[config.mk]
export PLATFORM = sky130hd
export DESIGN_NAME = bus_arbiter
export DESIGN_NICKNAME = d
export VERILOG_FILES = /design/src/rv_fetch_pkg.sv /design/src/bus_arbiter.sv
export SDC_FILE = /design/constraint.sdc
export NUM_CORES = 1
export LEC_CHECK = 0
export BUFFER_PORTS_ARGS = -buffer_cell sky130_fd_sc_hd__buf_2
export CAP_MARGIN = 10
export CORE_AREA = 2 2 161 163
export CTS_BUF_LIST = sky130_fd_sc_hd__clkbuf_4 sky130_fd_sc_hd__clkbuf_8
export DETAILED_ROUTE_END_ITERATION = 7
export DIE_AREA = 0 0 163 165
export HOLD_SLACK_MARGIN = 0.03
export SETUP_SLACK_MARGIN = 0.4
export SLEW_MARGIN = 40
export SYNTH_ARGS = -nofsm -noshare
export SYNTH_HDL_FRONTEND = slang
export SYNTH_SLANG_ARGS = --single-unit
[constraint.sdc]
create_clock -name clk -period 1.2 [get_ports clk]
set_input_delay 0 -clock clk [delete_from_list [all_inputs] [get_ports clk]]
set_output_delay 0 -clock clk [all_outputs]
set_load 0.02 [all_outputs]
[src/rv_fetch_pkg.sv]
package rv_fetch_pkg;

  // basic widths of the fetch side
  typedef logic [63:0] addr_t;
  typedef logic [63:0] data_t;
  typedef logic [31:0] inst_t;
  // one strobe bit per byte of data_t
  typedef logic [7:0]  mask_t;
  typedef logic [3:0]  bus_id_t;

  // transaction tags
  localparam bus_id_t FETCH_ID = 4'd1;
  localparam bus_id_t MEM_ID   = 4'd2;

  // addi x0, x0, 0
  localparam inst_t NOP_INST = 32'h0000_0013;

  // granted request, arbiter to master
  typedef struct packed {
    logic    valid;
    logic    we;
    addr_t   addr;
    data_t   wdata;
    mask_t   wmask;
    bus_id_t id;
  } bus_req_t;

  // completion, done is a single-cycle pulse
  typedef struct packed {
    logic    done;
    data_t   rdata;
    bus_id_t id;
  } bus_rsp_t;

  // AXI channels, ready bits travel separately
  typedef struct packed {logic valid; addr_t addr; bus_id_t id;} axi_ar_t;
  typedef struct packed {logic valid; data_t data; logic last;} axi_r_t;
  typedef struct packed {logic valid; addr_t addr;} axi_aw_t;
  typedef struct packed {logic valid; data_t data; mask_t strb; logic last;} axi_w_t;

endpackage

[src/bus_arbiter.sv]
`timescale 1ns/100ps

module bus_arbiter (
  input  logic                   clk,
  input  logic                   rst_n,
  input  logic                   fetch_req_i,
  input  rv_fetch_pkg::addr_t    fetch_addr_i,
  input  logic                   mem_valid_i,
  input  logic                   mem_we_i,
  input  rv_fetch_pkg::addr_t    mem_addr_i,
  input  rv_fetch_pkg::data_t    mem_wdata_i,
  input  rv_fetch_pkg::mask_t    mem_wmask_i,
  input  rv_fetch_pkg::bus_rsp_t rsp_i,
  output logic                   fetch_grant_o,
  output rv_fetch_pkg::bus_req_t req_o
);
  import rv_fetch_pkg::*;

  bus_req_t req_q;
  // one dead cycle after each done
  logic     gap_q;
  logic     idle;
  logic     take_mem;
  logic     take_fetch;
  logic     finish;

  assign idle       = !req_q.valid && !gap_q;
  // data side has priority over fetch
  assign take_mem   = idle && mem_valid_i;
  assign take_fetch = idle && !mem_valid_i && fetch_req_i;
  assign finish     = req_q.valid && rsp_i.done;

  assign fetch_grant_o = take_fetch;
  assign req_o         = req_q;

  always_ff @(posedge clk or negedge rst_n) begin
    if (!rst_n) begin
      req_q <= '0;
      gap_q <= 1'b0;
    end else begin
      gap_q <= finish;
      if (finish) begin
        req_q.valid <= 1'b0;
      end else if (take_mem) begin
        req_q <= '{valid: 1'b1, we: mem_we_i, addr: mem_addr_i,
                   wdata: mem_wdata_i, wmask: mem_wmask_i, id: MEM_ID};
      end else if (take_fetch) begin
        // fetches are always reads
        req_q <= '{valid: 1'b1, we: 1'b0, addr: fetch_addr_i,
                   wdata: '0, wmask: '0, id: FETCH_ID};
      end
    end
  end

endmodule

==> metrics.yaml <==
status: "finished with violations"
violations: "hold timing, setup timing"
fillers: 2377
r2r_cells: 4
synthTopCellsByCount: "dfrtp_1 (141), mux2_2 (79), a22o_1 (73)"
fp.dieH_um: 165
grt_pass1_vias: 5180
wl_um: 17900
synth.top_cell.area_share: 0.597
synth_seq_area_share: 0.597
critical_path.max_fanout: 2
dpl.hpwl_um: 11800
wl_met1_um: 7110
design_area_um2: 9770
io_pins: 417
reg2reg_from: "gap_q"
r2r_end: "req_o[96]"
hold_path.class: "in2reg"
syn2layout_area_growth_pct: 65.4
hold_viol: 64
fin_ws_ns: -0.289
grt_use_total: 0.128
drc: 0
min_path_cells: 3
clkLatencyLatePin_ns: 0.43
grt_overflow: 0
drt_iter0_markers: 179
synth_area_um2: 5910
worstPathCellList: "buf_6 -> nor4b_4 -> buf_4 -> buf_6"
multi_input_area_um2: 2170
required_ns: 1.20
p_leak_uw: 0.00479
die_w_um: 163
ir_worst_vdd_mv: 1.21
core_area_um2: 25000
routed-wl-met2_um: 9230
min_to: "req_o[102]"
synth_top_cell_by_area: "dfrtp_1"
crit_cells: 4
first_pass_iters: 4
finalCritPeriodShare: 1.24
regArea_um2: 3530
synth-edff-count: 0
cp_num_buf_inv: 3
slew_violations: 0
antenna_found_initial: 1
start_util: 0.236
synth-seq-cells: 141
clk_pin_slew_ns: 0.08
synth_top_flop_cell: "dfrtp_1"
place.gp.congestion: 0.732
cts_tree: "done"
crit_family: "buffers and inverters"
finalSetupViolCount: 141
wl_per_cell_um: 15.3
final.setup_skew_ns: 0.00938
cts_sinks: 141
final_nets: 1098
critPathCaptureType: "primary output"
holdWs_ns: -0.0987
start_kind: "flop"
powerDensity_nw_per_um2: 2550
slowest_delay_ns: 0.39
cp_common_cell: "buf_6"
synthTopCellsByArea: "dfrtp_1 (60%), mux2_2 (15%), a22o_1 (11%)"
cts_root_buffer: "clkbuf_8"
max_cap_violations: 0
synth.most_common_cell: "dfrtp_1"
ys_types: 16
slowest_stage: "dfrtp_1"
period_needed_ns: 1.49
met3_length_um: 1250
synthArstFlopShare: 1.00
rsz0062_at_grt: "true"
min_from: "fetch_addr_i[26]"
rows: 58
grt_max_degree: 54
syn_inst: 386
viasPerCell: 4.20
num_vias: 4905
htreeDepth: 4
yosys_warnings: 0
io_buffers: 346
drive_above_1_share: 0.579
grt_pass1_wl_um: 26800
maxUsedRoutingLayer: "met4"
crit_type: "reg2out"
clock_path_buffers: 2
die_area_um2: 26900
numCtsBuffers: 17
antenna_left: 0
max_freq_ghz: 0.672
worstPathArrival_ns: 1.49
syn_avg_cell_area_um2: 15.3
reg2reg_setup_slack_ns: -0.24
hold_buffers: 80
place_area_um2: 8090
-- cell families (layout without fill, tap and decap cells) --
| logic type | after synthesis | after routing | share of synthesized area |
|---|---|---|---|
| buffers and inverters | 34 | 483 | 0.0404 |
| multiplexers | 128 | 128 | 0.244 |
| AO/OA/AOI/OAI | 76 | 76 | 0.111 |
| flip-flops | 141 | 141 | 0.597 |
| other | 1 | 3 | 0.000635 |
| AND/OR/NAND/NOR | 6 | 6 | 0.00656 |
-- routing by layer --
metal  vias to the layer above  global-route usage
met4                         0              0.0390
li1                       2302                   -
met2                       231               0.233
met5                         -                   0
met1                      2351               0.147
met3                        21              0.0354
-- flip-flops by register name (all words and copies together) (netlist names) --
name / flops
req_o: 140
gap_q: 1
-- report_power, final --
group          switching (uW)  total [uW]  internal [uW]
Clock                    1850        4380           2530
Sequential               1410        8520           7110
Combinational            6150       12000           5820
-- worst min-delay path, stage by stage --
cell and delay (ns):
buf_2 0.07, mux2_1 0.10, mux2_2 0.13
-- placed cells by master (no fill, tap or decap), types with 2 or more instances in the layout --
cell type / n
clkinvlp_4: 2
inv_1: 2
buf_12: 10
buf_6: 60
dfrtp_1: 140
dlygate4sd3_1: 80
mux2_2: 79
clkinv_2: 2
nor2_1: 3
a22o_1: 73
conb_1: 2
buf_2: 290
buf_4: 10
clkbuf_8: 17
clkinv_4: 2
bufinv_16: 5
mux2_1: 49
clkbuf_4: 3
-- cell type report --
class                   count  share of cell area
diodes                      1            0.000256
repair buffers            450               0.328
clock buffers              20              0.0262
clock inverters            11              0.0197
inverters                   2            0.000768
multi-input cells         212               0.222
flip-flops and latches    141               0.361
well taps                 330              0.0423
-- what timing repair did --
action / CTS / global route
buffers inserted: 6 / 2
setup endpoints to repair: 281 / 282
gates cloned: 0 / 0
endpoints found under the hold margin: 280 / 81
resized for setup: 79 / 38
pin swaps: 1 / 2
-- worst max path at each step --
stage,slack (ns),startpoint,endpoint
after floorplan,-0.17,req_o[141],req_o[100]
after global placement,-0.16,req_o[141],req_o[91]
after detailed placement,-0.19,req_o[141],req_o[6]
after CTS,-0.36,req_o[141],fetch_grant_o
after global routing,-0.38,req_o[141],fetch_grant_o
final,-0.29,gap_q,fetch_grant_o
-- through the flow --
stage               setup TNS [ns]   util  setup WS (ns)  std cells  total power, uW
global placement            -19.18  0.323         -0.163       1047            18700
detailed placement          -21.18  0.323         -0.188       1047            18900
floorplan                   -18.76      -         -0.169        387            15000
CTS                         -27.54  0.385         -0.363       1164            24600
finish                      -27.55  0.390         -0.289       1167            24900
global route                -36.37  0.390         -0.380       1166            26300
Power figures use the tool's default switching activity.
