`src/rv_fetch_pkg.sv`:
```
package rv_fetch_pkg;

  // basic widths of the fetch side
  typedef logic [63:0] addr_t;
  typedef logic [63:0] data_t;
  typedef logic [31:0] inst_t;
  // one strobe bit per byte of data_t
  typedef logic [7:0]  mask_t;
  typedef logic [3:0]  bus_id_t;

  // transaction tags
  localparam bus_id_t FETCH_ID = 4'd1;
  localparam bus_id_t MEM_ID   = 4'd2;

  // addi x0, x0, 0
  localparam inst_t NOP_INST = 32'h0000_0013;

  // granted request, arbiter to master
  typedef struct packed {
    logic    valid;
    logic    we;
    addr_t   addr;
    data_t   wdata;
    mask_t   wmask;
    bus_id_t id;
  } bus_req_t;

  // completion, done is a single-cycle pulse
  typedef struct packed {
    logic    done;
    data_t   rdata;
    bus_id_t id;
  } bus_rsp_t;

  // AXI channels, ready bits travel separately
  typedef struct packed {logic valid; addr_t addr; bus_id_t id;} axi_ar_t;
  typedef struct packed {logic valid; data_t data; logic last;} axi_r_t;
  typedef struct packed {logic valid; addr_t addr;} axi_aw_t;
  typedef struct packed {logic valid; data_t data; mask_t strb; logic last;} axi_w_t;

endpackage

```
`src/pc_gen.sv`:
```
`timescale 1ns/100ps

module pc_gen #(
  parameter rv_fetch_pkg::addr_t BOOT_PC = 64'h0000_0000_8000_0000
) (
  input  logic                 clk,
  input  logic                 rst_n,
  input  logic                 stall_i,
  input  logic                 redirect_i,
  input  rv_fetch_pkg::addr_t  redirect_pc_i,
  input  logic                 fetch_grant_i,
  input  rv_fetch_pkg::bus_rsp_t rsp_i,
  output logic                 fetch_req_o,
  output rv_fetch_pkg::addr_t  fetch_addr_o,
  output logic                 deliver_o,
  output rv_fetch_pkg::addr_t  pc_o
);
  import rv_fetch_pkg::*;

  addr_t pc_q;
  logic  outstanding_q;
  logic  discard_q;
  logic  fetch_done;

  // completion of our own fetch
  assign fetch_done = rsp_i.done && (rsp_i.id == FETCH_ID);

  // request as a level, dropped once the arbiter took it
  assign fetch_req_o  = !stall_i && !outstanding_q;
  assign fetch_addr_o = pc_q;

  // a redirect in the done cycle kills that fetch as well
  assign deliver_o = fetch_done && !discard_q && !redirect_i;
  // pc holds while the fetch is in flight, so this is the fetched address
  assign pc_o      = pc_q;

  always_ff @(posedge clk or negedge rst_n) begin
    if (!rst_n) begin
      pc_q          <= BOOT_PC;
      outstanding_q <= 1'b0;
      discard_q     <= 1'b0;
    end else begin
      // redirect wins over sequential advance
      if (redirect_i) begin
        pc_q <= redirect_pc_i;
      end else if (deliver_o) begin
        pc_q <= pc_q + 64'd4;
      end
      // grant and done never coincide, only one transaction on the bus
      if (fetch_grant_i) begin
        outstanding_q <= 1'b1;
      end else if (fetch_done) begin
        outstanding_q <= 1'b0;
      end
      // mark a fetch that is still owed to us but no longer wanted
      if (redirect_i && ((outstanding_q && !fetch_done) || fetch_grant_i)) begin
        discard_q <= 1'b1;
      end else if (fetch_done) begin
        discard_q <= 1'b0;
      end
    end
  end

endmodule

```
`config.mk`:
```
export PLATFORM = sky130hd
export DESIGN_NAME = pc_gen
export DESIGN_NICKNAME = d
export VERILOG_FILES = /design/src/rv_fetch_pkg.sv /design/src/pc_gen.sv
export SDC_FILE = /design/constraint.sdc
export NUM_CORES = 1
export LEC_CHECK = 0
export ABC_CLOCK_PERIOD_IN_PS = 2400
export BUFFER_PORTS_ARGS = -buffer_cell sky130_fd_sc_hd__buf_2
export CAP_MARGIN = 20
export CORE_MARGIN = 1.5
export CORE_UTILIZATION = 40
export CTS_CLUSTER_DIAMETER = 40
export CTS_CLUSTER_SIZE = 8
export DETAILED_ROUTE_END_ITERATION = 6
export GPL_TIMING_DRIVEN = 0
export PLACE_DENSITY = 0.77
export SETUP_SLACK_MARGIN = 0.1
export SLEW_MARGIN = 20
export SYNTH_ARGS = -nofsm -noshare
export SYNTH_HDL_FRONTEND = slang
export SYNTH_SLANG_ARGS = --single-unit
```
`constraint.sdc`:
```
create_clock -name clk -period 2.4 [get_ports clk]
set_clock_uncertainty 0.2 [all_clocks]
set_input_delay 0.24 -clock clk [delete_from_list [all_inputs] [get_ports clk]]
set_output_delay 0.24 -clock clk [all_outputs]
set_load 0.01 [all_outputs]
```
==> results.md <==
- Initial antenna violation count: 0
- Pins Over Slew Limit: 0
- IO Count: 268
- Leak: 3.67 nW
- Port Buf Inserts: around 200
- Clk root buf: clkbuf_8
- Met1 GRT Util: 0.331
- Mapped cell area: about 4300 sq um
- ANT nets after route: 0
- Post-synth top area share: 0.376
- Failing checks: negative setup slack
- First-iteration detailed-routing DRC count: 327
- Crit Path Max Fanout: 7
- # setup viols final: 19
- Fin crit share: 1.09
- Clock H-tree levels: 3
- Flip-flop and latch area: 1680 sq um
- First-pass GRT wire length: 25600 um
- Synth Area in Compound Gates: 0.111
- Post-Synth Adder-Cell Area: 0.00289
- Area occupied by multi-input gates: 2600 sq um
- Power Dens Cells: 456 nW/um^2
- Via density: 5.43
- ANT cells: 0
- Vias: 5348
- Die width: 107 um
- Initial Utilization: 0.415
- Total track usage: 0.285
- Crit path cell chain: nand4_4 > buf_6 > or4_4 > or4_4 > buf_8 > or3_1 > a31oi_1
- Max stage delay cell, worst path: or4_4
- RD Place Congestion: 0.870
- DR WL/cell: 17.6 um
- Post-layout util: 0.735
- Proportion of layout cells with a drive suffix above 1: 0.529
- Setup TNS: -1.70 ns
- MaxCap Viol Count: 0
- TritonCTS clock tree: done
- Average cell area after synthesis: 8.62 sq um
- Main synth FF type: dfrtp_1
- Max incr delay on CP: 0.56 ns
- Number of flops mapped to enable cells by yosys: 0
- Cell repeated most along the worst path: or4_4
- Crit path kind: flop to flop
- VDD IR max: 0.000320 V
- # clock sinks: between 60 and 70
- Area growth syn-to-layout: 76.9%
- FF+latch count, synth: between 60 and 70
- Die ar.: 11500 sq um
- CP arrival: 2.67 ns
- Mux share of post-synthesis cell area: 0.0153
- Setup crit start kind: flop
- Largest area contributor in the netlist: dfrtp_1
- Post-Syn Instances: 502
- Xor/xnor share of the synthesized area: 0.0830
- Worst-Skew Late Latency: 0.35 ns
- Largest net degree at the start of global routing: 35
- Drt first pass iters: 4
- Pre-CTS setup slack: -0.558 ns
- Core area: 10400 sq um
- CP endpoint kind: flop
- Tightest Hold Check Type: input port to flop
- Top post-synthesis cells by area: dfrtp_1, buf_4, xnor2_1, nand2_1, o21ai_0
- Slew headroom: 0.627
- DIE HEIGHT: 107 um
- Fillers: 694
- Final Hold Viols: 0
- Simple-gate portion of the synthesized area: 0.268
- RSZ-0062 raised after global routing: yes
- Met3 Resource Use GR: 0.0498
- Grt ovf: 0
- Met2 Use GR: 0.514
- Clock-pin slew on the worst setup and hold paths: about 0.080 ns
- Syn Nets: 641
- Vias in the first global route: roughly 5300
- # rows: 37
- Fmax: 0.384 GHz
- Bufs on Longest Clock Path: 2
- Status: finished with violations
- Total wire length: 17300 um
- Final #Nets: 984
- Largest family of logic cells by synthesized area: simple AND/OR/NAND/NOR gates
- Final HPWL DP: roughly 10000 um
- Warning count from the yosys run: 0
- DRC violations left: 0
- Seq/Total Area, Yosys: 0.382
- Busiest grt layer: met2
- Synth cell types: 45
- Worst endpoint required time: between 2 and 2.5 ns
- Synth async-reset ratio: 1.00
- CTS buffer count: 9
- Period minus WS final: about 2.6 ns
- Worst slew pin tran: around 0.56 ns
- Post-route worst setup slack: -0.205 ns
## logic make-up after synthesis
family,count (synthesis)
flops,66
simple gates,212
mux,6
buf+inv,95
fa+ha+maj,1
xor+xnor,41
compound gates,81
## stage by stage
step	power, mW	hold WS [ns]	area (sq um)	std cells
after global routing	3.63	0.0162	7660	985
after CTS	3.43	0.0162	7190	970
after floorplan	1.81	-0.256	4410	502
final	3.49	0.0123	7660	985
after detailed placement	2.18	0.0316	5610	841
after global placement	2.15	0.247	5590	840
## cell usage after synthesis, types with 3 or more instances
library cell and count:
or3_1 7, xnor2_1 30, clkbuf_1 18, mux2_2 5, and2_1 3, nand3_1 16
nand4_1 21, dfrtp_1 65, inv_1 8, and4_1 11, or4_1 14, a31oi_1 19
nand2_1 62, buf_4 64, o21ai_0 45, buf_1 3, nor2_1 26, and3_1 11
nor4_1 11, o31ai_1 10, nor3_1 15, xor2_1 11
## cell usage in the layout, fill, tap and decap left out, drive strengths merged, types with 3 or more instances in the layout
| master | instances |
|---|---|
| buf | 337 |
| dlygate4sd3 | 65 |
| dfrtp | 65 |
| nand2 | 62 |
| o21ai | 45 |
| xnor2 | 30 |
| clkbuf | 30 |
| nor2 | 26 |
| nand4 | 22 |
| a31oi | 19 |
| nand3 | 17 |
| nor3 | 15 |
| or4 | 15 |
| nor4 | 12 |
| xor2 | 11 |
| and3 | 11 |
| and4 | 11 |
| o31ai | 10 |
| inv | 8 |
| or3 | 7 |
| mux2 | 5 |
| and2 | 3 |
## power by group
group	switching, mW	internal (mW)
sequential	0.145	1.22
combinational	0.491	0.556
clock	0.444	0.638
## final timing paths
kind / endpoint / cells past startpoint / startpoint / slack [ns]
max: fetch_addr_o[62]$_DFFE_PN0P_ / 7 / fetch_addr_o[13]$_DFFE_PN0P_ / -0.20
min: fetch_addr_o[56]$_DFFE_PN0P_ / 3 / redirect_pc_i[56] / 0.01
max reg2reg: fetch_addr_o[62]$_DFFE_PN0P_ / 7 / fetch_addr_o[13]$_DFFE_PN0P_ / -0.20
min reg2reg: outstanding_q$_DFFE_PN0P_ / 1 / outstanding_q$_DFFE_PN0P_ / 0.32
max in group asynchronous: fetch_addr_o[42]$_DFFE_PN0P_ / 3 / rst_n / 1.23
min in group asynchronous: fetch_addr_o[29]$_DFFE_PN0P_ / 2 / rst_n / 0.19
## sequential cells by signal (all words and copies together), names as in the netlist
signal and flops:
fetch_addr_o 64, discard_q 1, outstanding_q 1
## layer usage
layer  routed length (um)  share of wire
met2                 8930           0.51
met5                    0              0
met1                 6500           0.37
met3                 1280          0.074
met4                  631          0.036
## cell type report
class,count,share of cell area
plain buffers,87,0.0891
clock buffers,13,0.0208
clock inverters,2,0.00784
inverters,8,0.00392
multi-input cells,341,0.339
flip-flops and latches,66,0.220
well taps,136,0.0222
repair buffers,332,0.297
## critical path: cells and delay by family (launching register included)
kind	cells	cell delay, ns
buf+inv	2	0.31
flops	1	0.40
simple gates	4	1.44
compound gates	1	0.16
## what timing repair did
item | in CTS | in global routing
setup buffers | 49 | 13
pin swaps | 38 | 63
hold endpoints to repair | 97 | 0
hold buffers | 65 | 0
cloned | 1 | 2
resized for setup | 87 | 74
endpoints found under the setup margin | 49 | 44
(Power assumes the default switching activity.)
