<file path="config.mk">
export PLATFORM = sky130hd
export DESIGN_NAME = axi_master
export DESIGN_NICKNAME = d
export VERILOG_FILES = /design/src/rv_fetch_pkg.sv /design/src/axi_master.sv
export SDC_FILE = /design/constraint.sdc
export NUM_CORES = 1
export LEC_CHECK = 0
export BUFFER_PORTS_ARGS = -buffer_cell sky130_fd_sc_hd__buf_2
export CAP_MARGIN = 0
export CORE_AREA = 3 3 191 193
export DETAILED_ROUTE_END_ITERATION = 12
export DIE_AREA = 0 0 194 196
export PLACE_DENSITY = 0.41
export SLEW_MARGIN = 20
export SYNTH_ARGS = -nofsm -noshare
export SYNTH_HDL_FRONTEND = slang
export SYNTH_SLANG_ARGS = --single-unit
</file>
<file path="constraint.sdc">
create_clock -name clk -period 3.6 [get_ports clk]
set_clock_uncertainty 0.05 [all_clocks]
set_input_delay 0.72 -clock clk [delete_from_list [all_inputs] [get_ports clk]]
set_output_delay 0.72 -clock clk [all_outputs]
set_load 0.02 [all_outputs]
</file>
<file path="src/rv_fetch_pkg.sv">
package rv_fetch_pkg;

  // basic widths of the fetch side
  typedef logic [63:0] addr_t;
  typedef logic [63:0] data_t;
  typedef logic [31:0] inst_t;
  // one strobe bit per byte of data_t
  typedef logic [7:0]  mask_t;
  typedef logic [3:0]  bus_id_t;

  // transaction tags
  localparam bus_id_t FETCH_ID = 4'd1;
  localparam bus_id_t MEM_ID   = 4'd2;

  // addi x0, x0, 0
  localparam inst_t NOP_INST = 32'h0000_0013;

  // granted request, arbiter to master
  typedef struct packed {
    logic    valid;
    logic    we;
    addr_t   addr;
    data_t   wdata;
    mask_t   wmask;
    bus_id_t id;
  } bus_req_t;

  // completion, done is a single-cycle pulse
  typedef struct packed {
    logic    done;
    data_t   rdata;
    bus_id_t id;
  } bus_rsp_t;

  // AXI channels, ready bits travel separately
  typedef struct packed {logic valid; addr_t addr; bus_id_t id;} axi_ar_t;
  typedef struct packed {logic valid; data_t data; logic last;} axi_r_t;
  typedef struct packed {logic valid; addr_t addr;} axi_aw_t;
  typedef struct packed {logic valid; data_t data; mask_t strb; logic last;} axi_w_t;

endpackage

</file>
<file path="src/axi_master.sv">
`timescale 1ns/100ps

module axi_master (
  input  logic                   clk,
  input  logic                   rst_n,
  input  rv_fetch_pkg::bus_req_t req_i,
  output rv_fetch_pkg::bus_rsp_t rsp_o,
  output rv_fetch_pkg::axi_ar_t  ar_o,
  input  logic                   ar_ready_i,
  input  rv_fetch_pkg::axi_r_t   r_i,
  output logic                   r_ready_o,
  output rv_fetch_pkg::axi_aw_t  aw_o,
  input  logic                   aw_ready_i,
  output rv_fetch_pkg::axi_w_t   w_o,
  input  logic                   w_ready_i,
  input  logic                   b_valid_i,
  output logic                   b_ready_o
);
  import rv_fetch_pkg::*;

  typedef enum logic [2:0] {
    S_IDLE,
    S_AR,
    S_R,
    S_W,
    S_B,
    S_DONE
  } state_e;

  state_e  state_q;
  state_e  state_d;
  logic    aw_done_q;
  logic    w_done_q;
  logic    aw_hs;
  logic    w_hs;
  logic    r_hs;
  data_t   rdata_q;
  bus_id_t id_q;

  assign aw_hs = aw_o.valid && aw_ready_i;
  assign w_hs  = w_o.valid && w_ready_i;
  assign r_hs  = r_i.valid && r_ready_o;

  // channel outputs straight from state, request fields held by arbiter
  assign ar_o = '{valid: state_q == S_AR, addr: req_i.addr, id: req_i.id};
  assign aw_o = '{valid: (state_q == S_W) && !aw_done_q, addr: req_i.addr};
  assign w_o  = '{valid: (state_q == S_W) && !w_done_q, data: req_i.wdata,
                  strb: req_i.wmask, last: 1'b1};
  assign r_ready_o = state_q == S_R;
  assign b_ready_o = state_q == S_B;
  assign rsp_o     = '{done: state_q == S_DONE, rdata: rdata_q, id: id_q};

  always_comb begin
    state_d = state_q;
    case (state_q)
      S_IDLE: begin
        if (req_i.valid) begin
          state_d = req_i.we ? S_W : S_AR;
        end
      end
      S_AR: begin
        if (ar_ready_i) begin
          state_d = S_R;
        end
      end
      // single beat, but still wait for last
      S_R: begin
        if (r_hs && r_i.last) begin
          state_d = S_DONE;
        end
      end
      // aw and w may finish in different cycles
      S_W: begin
        if ((aw_done_q || aw_hs) && (w_done_q || w_hs)) begin
          state_d = S_B;
        end
      end
      S_B: begin
        if (b_valid_i) begin
          state_d = S_DONE;
        end
      end
      default: state_d = S_IDLE;
    endcase
  end

  always_ff @(posedge clk or negedge rst_n) begin
    if (!rst_n) begin
      state_q   <= S_IDLE;
      aw_done_q <= 1'b0;
      w_done_q  <= 1'b0;
    end else begin
      state_q   <= state_d;
      // remember each finished write channel until we leave S_W
      aw_done_q <= (state_d == S_W) && (aw_done_q || aw_hs);
      w_done_q  <= (state_d == S_W) && (w_done_q || w_hs);
    end
  end

  // response payload
  always_ff @(posedge clk) begin
    if ((state_q == S_IDLE) && req_i.valid) begin
      id_q <= req_i.id;
    end
    if (r_hs) begin
      rdata_q <= r_i.data;
    end
  end

endmodule

</file>
==> reports/results.txt, run 1 <==
Critical path capture point type = output port
Drt first-iter violations = 55
Aggregate routed wire length = 14.4 mm
Count of flip-flops with a built-in enable after synthesis = 68
Post-CTS Hold Buffers = 0
Final Net Count = 487
Syn Std Cell Area = 3970 um2
Pin count of the biggest net entering global routing = 65
Number of library cell types mapped by synthesis = 25
Post-CTS Setup Inserts = 0
Multi-input logic area = 226 um2
Maximum fanout count along the critical path = 11
Min Clock Period, post-route = 2.20 ns
Vias in the first global route = 1,957
Sort of element at the start of the critical path = register
Worst path arrival time = 1.43 ns
CTS root buf = clkbuf_16
# H-tree levels = 3
Synthesis-to-layout area growth = 2.08%
Post-synthesis net count = 528
Placement-stage worst setup slack = 1.76 ns
Synthesized area per cell = 12.6 um2
Global placement routability congestion = 0.776
Setup repair after global routing missed its margin = no
Setup TNS = 0 ns
Cells traversed along the worst timing path = inv_1 -> nor3_1 -> buf_2
Estimated wirelength of the detail-placed design = 12.7 mm
Horiz. Die Dim = 194 um
Clock Sink Count = 73
Layout cell share with drive strength beyond 1 = 0.639
Average wire length per cell after detail routing = 19.6 um
Final setup vio count = 0
Filler cell count in the final layout = 3,949
Commonest cells after routing, fill and taps aside = 155 x buf_2, 68 x edfxtp_1, 9 x clkbuf_16
Initial antenna violation count = 0
First-pass iteration count of the detailed router = 4
Non-filler instance count after layout = 732
Clock Path Buffers = 2
Max Cap Violations = 0
Avg Vias per Cell = 2.62
YS warnings = 0
Post-route fraction of the period consumed by the critical path = 0.612
Clk Latency, worst-skew pair = 0.33 ns
Required time of the critical path = 2.83 ns
Placement Rows = 68
Proportion of register bits with asynchronous set or reset after synthesis = 0.0685
Slack of the critical path = 1.40 ns
Standard cell core area = 34,700 um2
Buffers & Inverters on Critical Path = 2
Clock transition time at the flip-flop clock pins of the worst setup and hold paths = 0.06 ns
Area taken by flip-flops and latches = 2170 um2
I/O Buffers = 155
Cell leakage power = 1.53 nW
Sequential share of the synthesized area = 0.547
Die height = 196 um
Commonest register cell after synthesis = edfxtp_1
Initial cell density of the core = 0.114
Post-Place Cell Area = 3760 um2
Vias post-DR = 1,916
Most frequent standard cell in the layout excluding fill and tap cells = buf_2
Remaining number of nets flagged by the antenna check after routing = 0
Flip-flop and latch count after synthesis = 73
Final hold violation count = 0
GRT Total Usage = 0.0715
Aggregate global routing overflow = 0
Worst setup path class = reg -> out
Critical path's slowest cell = dfrtp_1
Upper clock frequency limit = 454 MHz
# placed instances = 717
Cts bufs inserted = 9
Area of all placed cells without fillers = 4050 um2
Die area = 38,000 um2
Run status = complete, no violations
Max IR drop VDD = 0.307 mV
Cell area power density = 652 nW/um2
Global-route wire length before repair = 18.3 mm
TritonCTS clock tree = yes
I/O pins = 493
Number of slew-limit violations in the final report = 0
Drt drc = 0
Ant. Diodes = 0
Cell family contributing the most delay on the critical path = flip-flops
Count of cells resized by post-cts repair = 0
Gate Count Post-Synth = 314
Class of the worst hold path = in -> async
Largest incremental delay on the critical path = 0.55 ns
[layer usage]
metal,wire length (um),global-route usage,share of wire,up-vias
li1,-,-,-,756
met1,2900,0.0386,0.20,782
met2,7540,0.135,0.53,334
met3,3300,0.0714,0.23,44
met4,605,0.0394,0.042,0
met5,0,0,0,-
[final timing paths]
check | start | cells past startpoint | slack [ns] | to
min in group clk | aw_done_q | 2 | 0.50 | aw_done_q
max in group asynchronous | rst_n | 1 | 3.21 | w_done_q
worst max-delay path | state_q[0] | 3 | 1.40 | ar_o[68]
worst min-delay path | rst_n | 1 | 0.15 | state_q[0]
worst max register to register | state_q[1] | 3 | 1.85 | rdata_q[9]
worst min register to register | aw_done_q | 2 | 0.50 | aw_done_q
[final cells by class]
cell class / count / share of cell area
Clock inverter: 6 / 0.0148
Sequential cell: 73 / 0.535
Timing Repair Buffer: 156 / 0.197
Clock buffer: 9 / 0.0556
Tap cell: 455 / 0.141
Inverter: 1 / 0.000927
Multi-Input combinational cell: 32 / 0.0560
[cell usage after synthesis (all sizes together) (2+ instances only)]
| master | n | area, um2 |
|---|---|---|
| buf | 208 | 1570 |
| o22ai | 2 | 12.5 |
| a31oi | 2 | 12.5 |
| nor2 | 5 | 18.8 |
| edfxtp | 68 | 2040 |
| nand3b | 2 | 15.0 |
| nor3b | 2 | 15.0 |
| a21oi | 3 | 15.0 |
| nor2b | 2 | 12.5 |
| and2 | 2 | 15.0 |
| dfrtp | 5 | 125 |
[power by group]
| group | total (mW) | internal [mW] | switching, mW |
|---|---|---|---|
| sequential | 1.20 | 1.12 | 0.0867 |
| combinational | 0.598 | 0.205 | 0.393 |
| clock | 0.840 | 0.527 | 0.312 |
| total | 2.64 | 1.85 | 0.792 |
[state kept, by name, indices dropped and copies added, names as in the netlist]
name,flops
rdata_q,64
id_q,4
state_q,3
aw_done_q,1
w_done_q,1
[cells by family (layout without fill, tap and decap cells)]
family,Yosys count,after routing,share of synthesized area
AO/OA/AOI/OAI,11,11,0.0192
AND/OR/NAND/NOR,19,19,0.0338
buffers and inverters,209,172,0.397
multiplexers,1,1,0.00284
flip-flops,73,73,0.547
other,1,1,0.000946
[through the flow]
step	total power, mW	hold slack (ns)	util
2_1_floorplan	1.93	0.374	-
3_3_place_gp	1.84	0.484	0.108
3_5_place_dp	1.83	0.500	0.108
4_1_cts	2.70	0.135	0.117
5_1_grt	2.78	0.145	0.117
6_report	2.64	0.152	0.117
(Power assumes the default switching activity.)
==> run 2, diff against run 1 <==
- CORE_AREA: 3 3 191 193 -> 3 3 189 191
- DIE_AREA: 0 0 194 196 -> 0 0 192 194
- PLACE_DENSITY: 0.41 -> 0.42
- clock period: 3.6 -> 1.8 ns (I/O delays scaled with it)
==> run 2 against run 1 <==
Power grew 110%; setup slack got worse by 1.4 ns; core utilization is 0.59 points higher; final cell count rose by 1.8%; largest power group unchanged; global-route usage rose by 0.095 points; hold slack better by 0.0046 ns.
==> reports/results.txt, run 2 (synthesis results as in run 1) <==
Die area = 37,200 um2
Global placement routability congestion = 0.716
Power, Total = 5.66 mW
Required time of the critical path = 1.39 ns
Relative contribution of combinational cells to total power = 0.265
CTS root buf = clkbuf_16
Min Clock Period, post-route = 1.80 ns
Number of slew-limit violations in the final report = 0
I/O pins = 493
Class of the worst hold path = in -> reg
Cts bufs inserted = 9
Placement Rows = 68
Pin count of the biggest net entering global routing = 23
Register containing the most flip-flops in the final layout = rdata_q
Clk Latency, worst-skew pair = 0.33 ns
Run status = complete, no violations
Slack of the worst reg-to-reg path = 0.20 ns
Average wire length per cell after detail routing = 19.7 um
Worst setup path class = reg -> out
Maximum fanout count along the critical path = 7
Clock Sink Count = 73
Vias in the first global route = 2,061
Synthesis-to-layout area growth = 5.93%
Estimated wirelength of the detail-placed design = 13.0 mm
Most frequent standard cell in the layout excluding fill and tap cells = buf_2
Clock Path Buffers = 2
Max IR drop VDD = 0.522 mV
Switching part of the total power = 0.292
GRT Total Usage = 0.0725
Aggregate routed wire length = 14.7 mm
Critical path capture point type = output port
Drt first-iter violations = 45
Commonest cells after routing, fill and taps aside = 153 x buf_2, 68 x edfxtp_1, 12 x buf_4
Post-route fraction of the period consumed by the critical path = 0.999
Final Net Count = 500
Finished Core Util = 0.123
# H-tree levels = 3
Initial antenna violation count = 0
Internal power of the cells = 4.00 mW
Switch Pwr = 1.65 mW
Global-route wire length before repair = 18.0 mm
Avg Vias per Cell = 2.68
Largest regs = rdata_q (64), id_q (4), state_q (3)
Cell area power density = 1350 nW/um2
Clock transition time at the flip-flop clock pins of the worst setup and hold paths = 0.06 ns
Portion of total power attributed to the clock network = 0.322
Final setup vio count = 0
Sort of element at the start of the critical path = register
Vias post-DR = 1,993
Die height = 194 um
Final hold violation count = 0
I/O Buffers = 155
Aggregate global routing overflow = 0
Remaining number of nets flagged by the antenna check after routing = 0
Sequential power share = 0.413
TritonCTS clock tree = yes
Upper clock frequency limit = 556 MHz
Setup repair after global routing missed its margin = yes
Ant. Diodes = 0
First-pass iteration count of the detailed router = 4
Cell leakage power = 1.60 nW
Worst path arrival time = 1.39 ns
Layout cell share with drive strength beyond 1 = 0.659
Initial cell density of the core = 0.116
Max Cap Violations = 0
Drt drc = 0
Standard cell core area = 34,300 um2
Horiz. Die Dim = 192 um
Largest register FFs = 64
run 2: per-stage QoR:
| stage | setup slack, ns | cells | hold WS, ns | area, um2 | setup TNS (ns) |
|---|---|---|---|---|---|
| floorplan | 0.0768 | 314 | 0.0144 | 3970 | 0 |
| global placement | 0.298 | 725 | 0.138 | 3840 | 0 |
| detailed placement | 0.274 | 725 | 0.140 | 3840 | 0 |
| CTS | -0.0462 | 745 | 0.137 | 4200 | -0.0671 |
| global route | -0.0671 | 745 | 0.140 | 4200 | -0.156 |
| finish | 0.00154 | 745 | 0.157 | 4200 | 0 |
run 2: cell type report:
class	instances	area (um2)
Clock inverter	6	83.8
Tap cell	455	569
Inverter	1	3.75
Clock buffer	9	225
Multi-Input combinational cell	32	233
Fill cell	3887	30100
Sequential cell	73	2170
Timing Repair Buffer	169	917
run 2: power groups by stage:
stage	combinational, mW	sequential, mW	clock, mW
5_1_grt	1.63	2.36	1.98
4_1_cts	1.53	2.33	1.89
3_3_place_gp	1.46	2.36	0
2_1_floorplan	1.20	2.66	0
6_report	1.50	2.34	1.82
3_5_place_dp	1.46	2.36	0
run 2: worst paths after layout:
| path | startpoint | end | cells past startpoint |
|---|---|---|---|
| setup / recovery | state_q[2] | aw_o[64] | 3 |
| hold / removal | r_i[2] | rdata_q[1] | 1 |
| setup reg to reg | state_q[0] | rdata_q[34] | 4 |
| hold reg to reg | aw_done_q | aw_done_q | 2 |
| max in group asynchronous | rst_n | state_q[2] | 2 |
| min in group asynchronous | rst_n | state_q[0] | 2 |
run 2: worst max-delay path: stages (launching register included):
cell and delay, ns:
dfrtp_2 0.44, nand3b_1 0.27, nor2_1 0.19, buf_4 0.16
run 2: per-layer routing:
layer / up-vias / track usage / part of all wire
li1: 779 / - / -
met1: 825 / 0.0422 / 0.22
met2: 331 / 0.132 / 0.49
met3: 58 / 0.0685 / 0.24
met4: 0 / 0.0445 / 0.051
met5: - / 0 / 0
run 2: repair_timing:
item,CTS,global route
gates cloned,0,0
hold endpoints to repair,5,0
hold buffers,1,0
buffers inserted,4,1
pin swaps,1,2
endpoints found under the setup margin,2,3
gates resized for setup,3,3
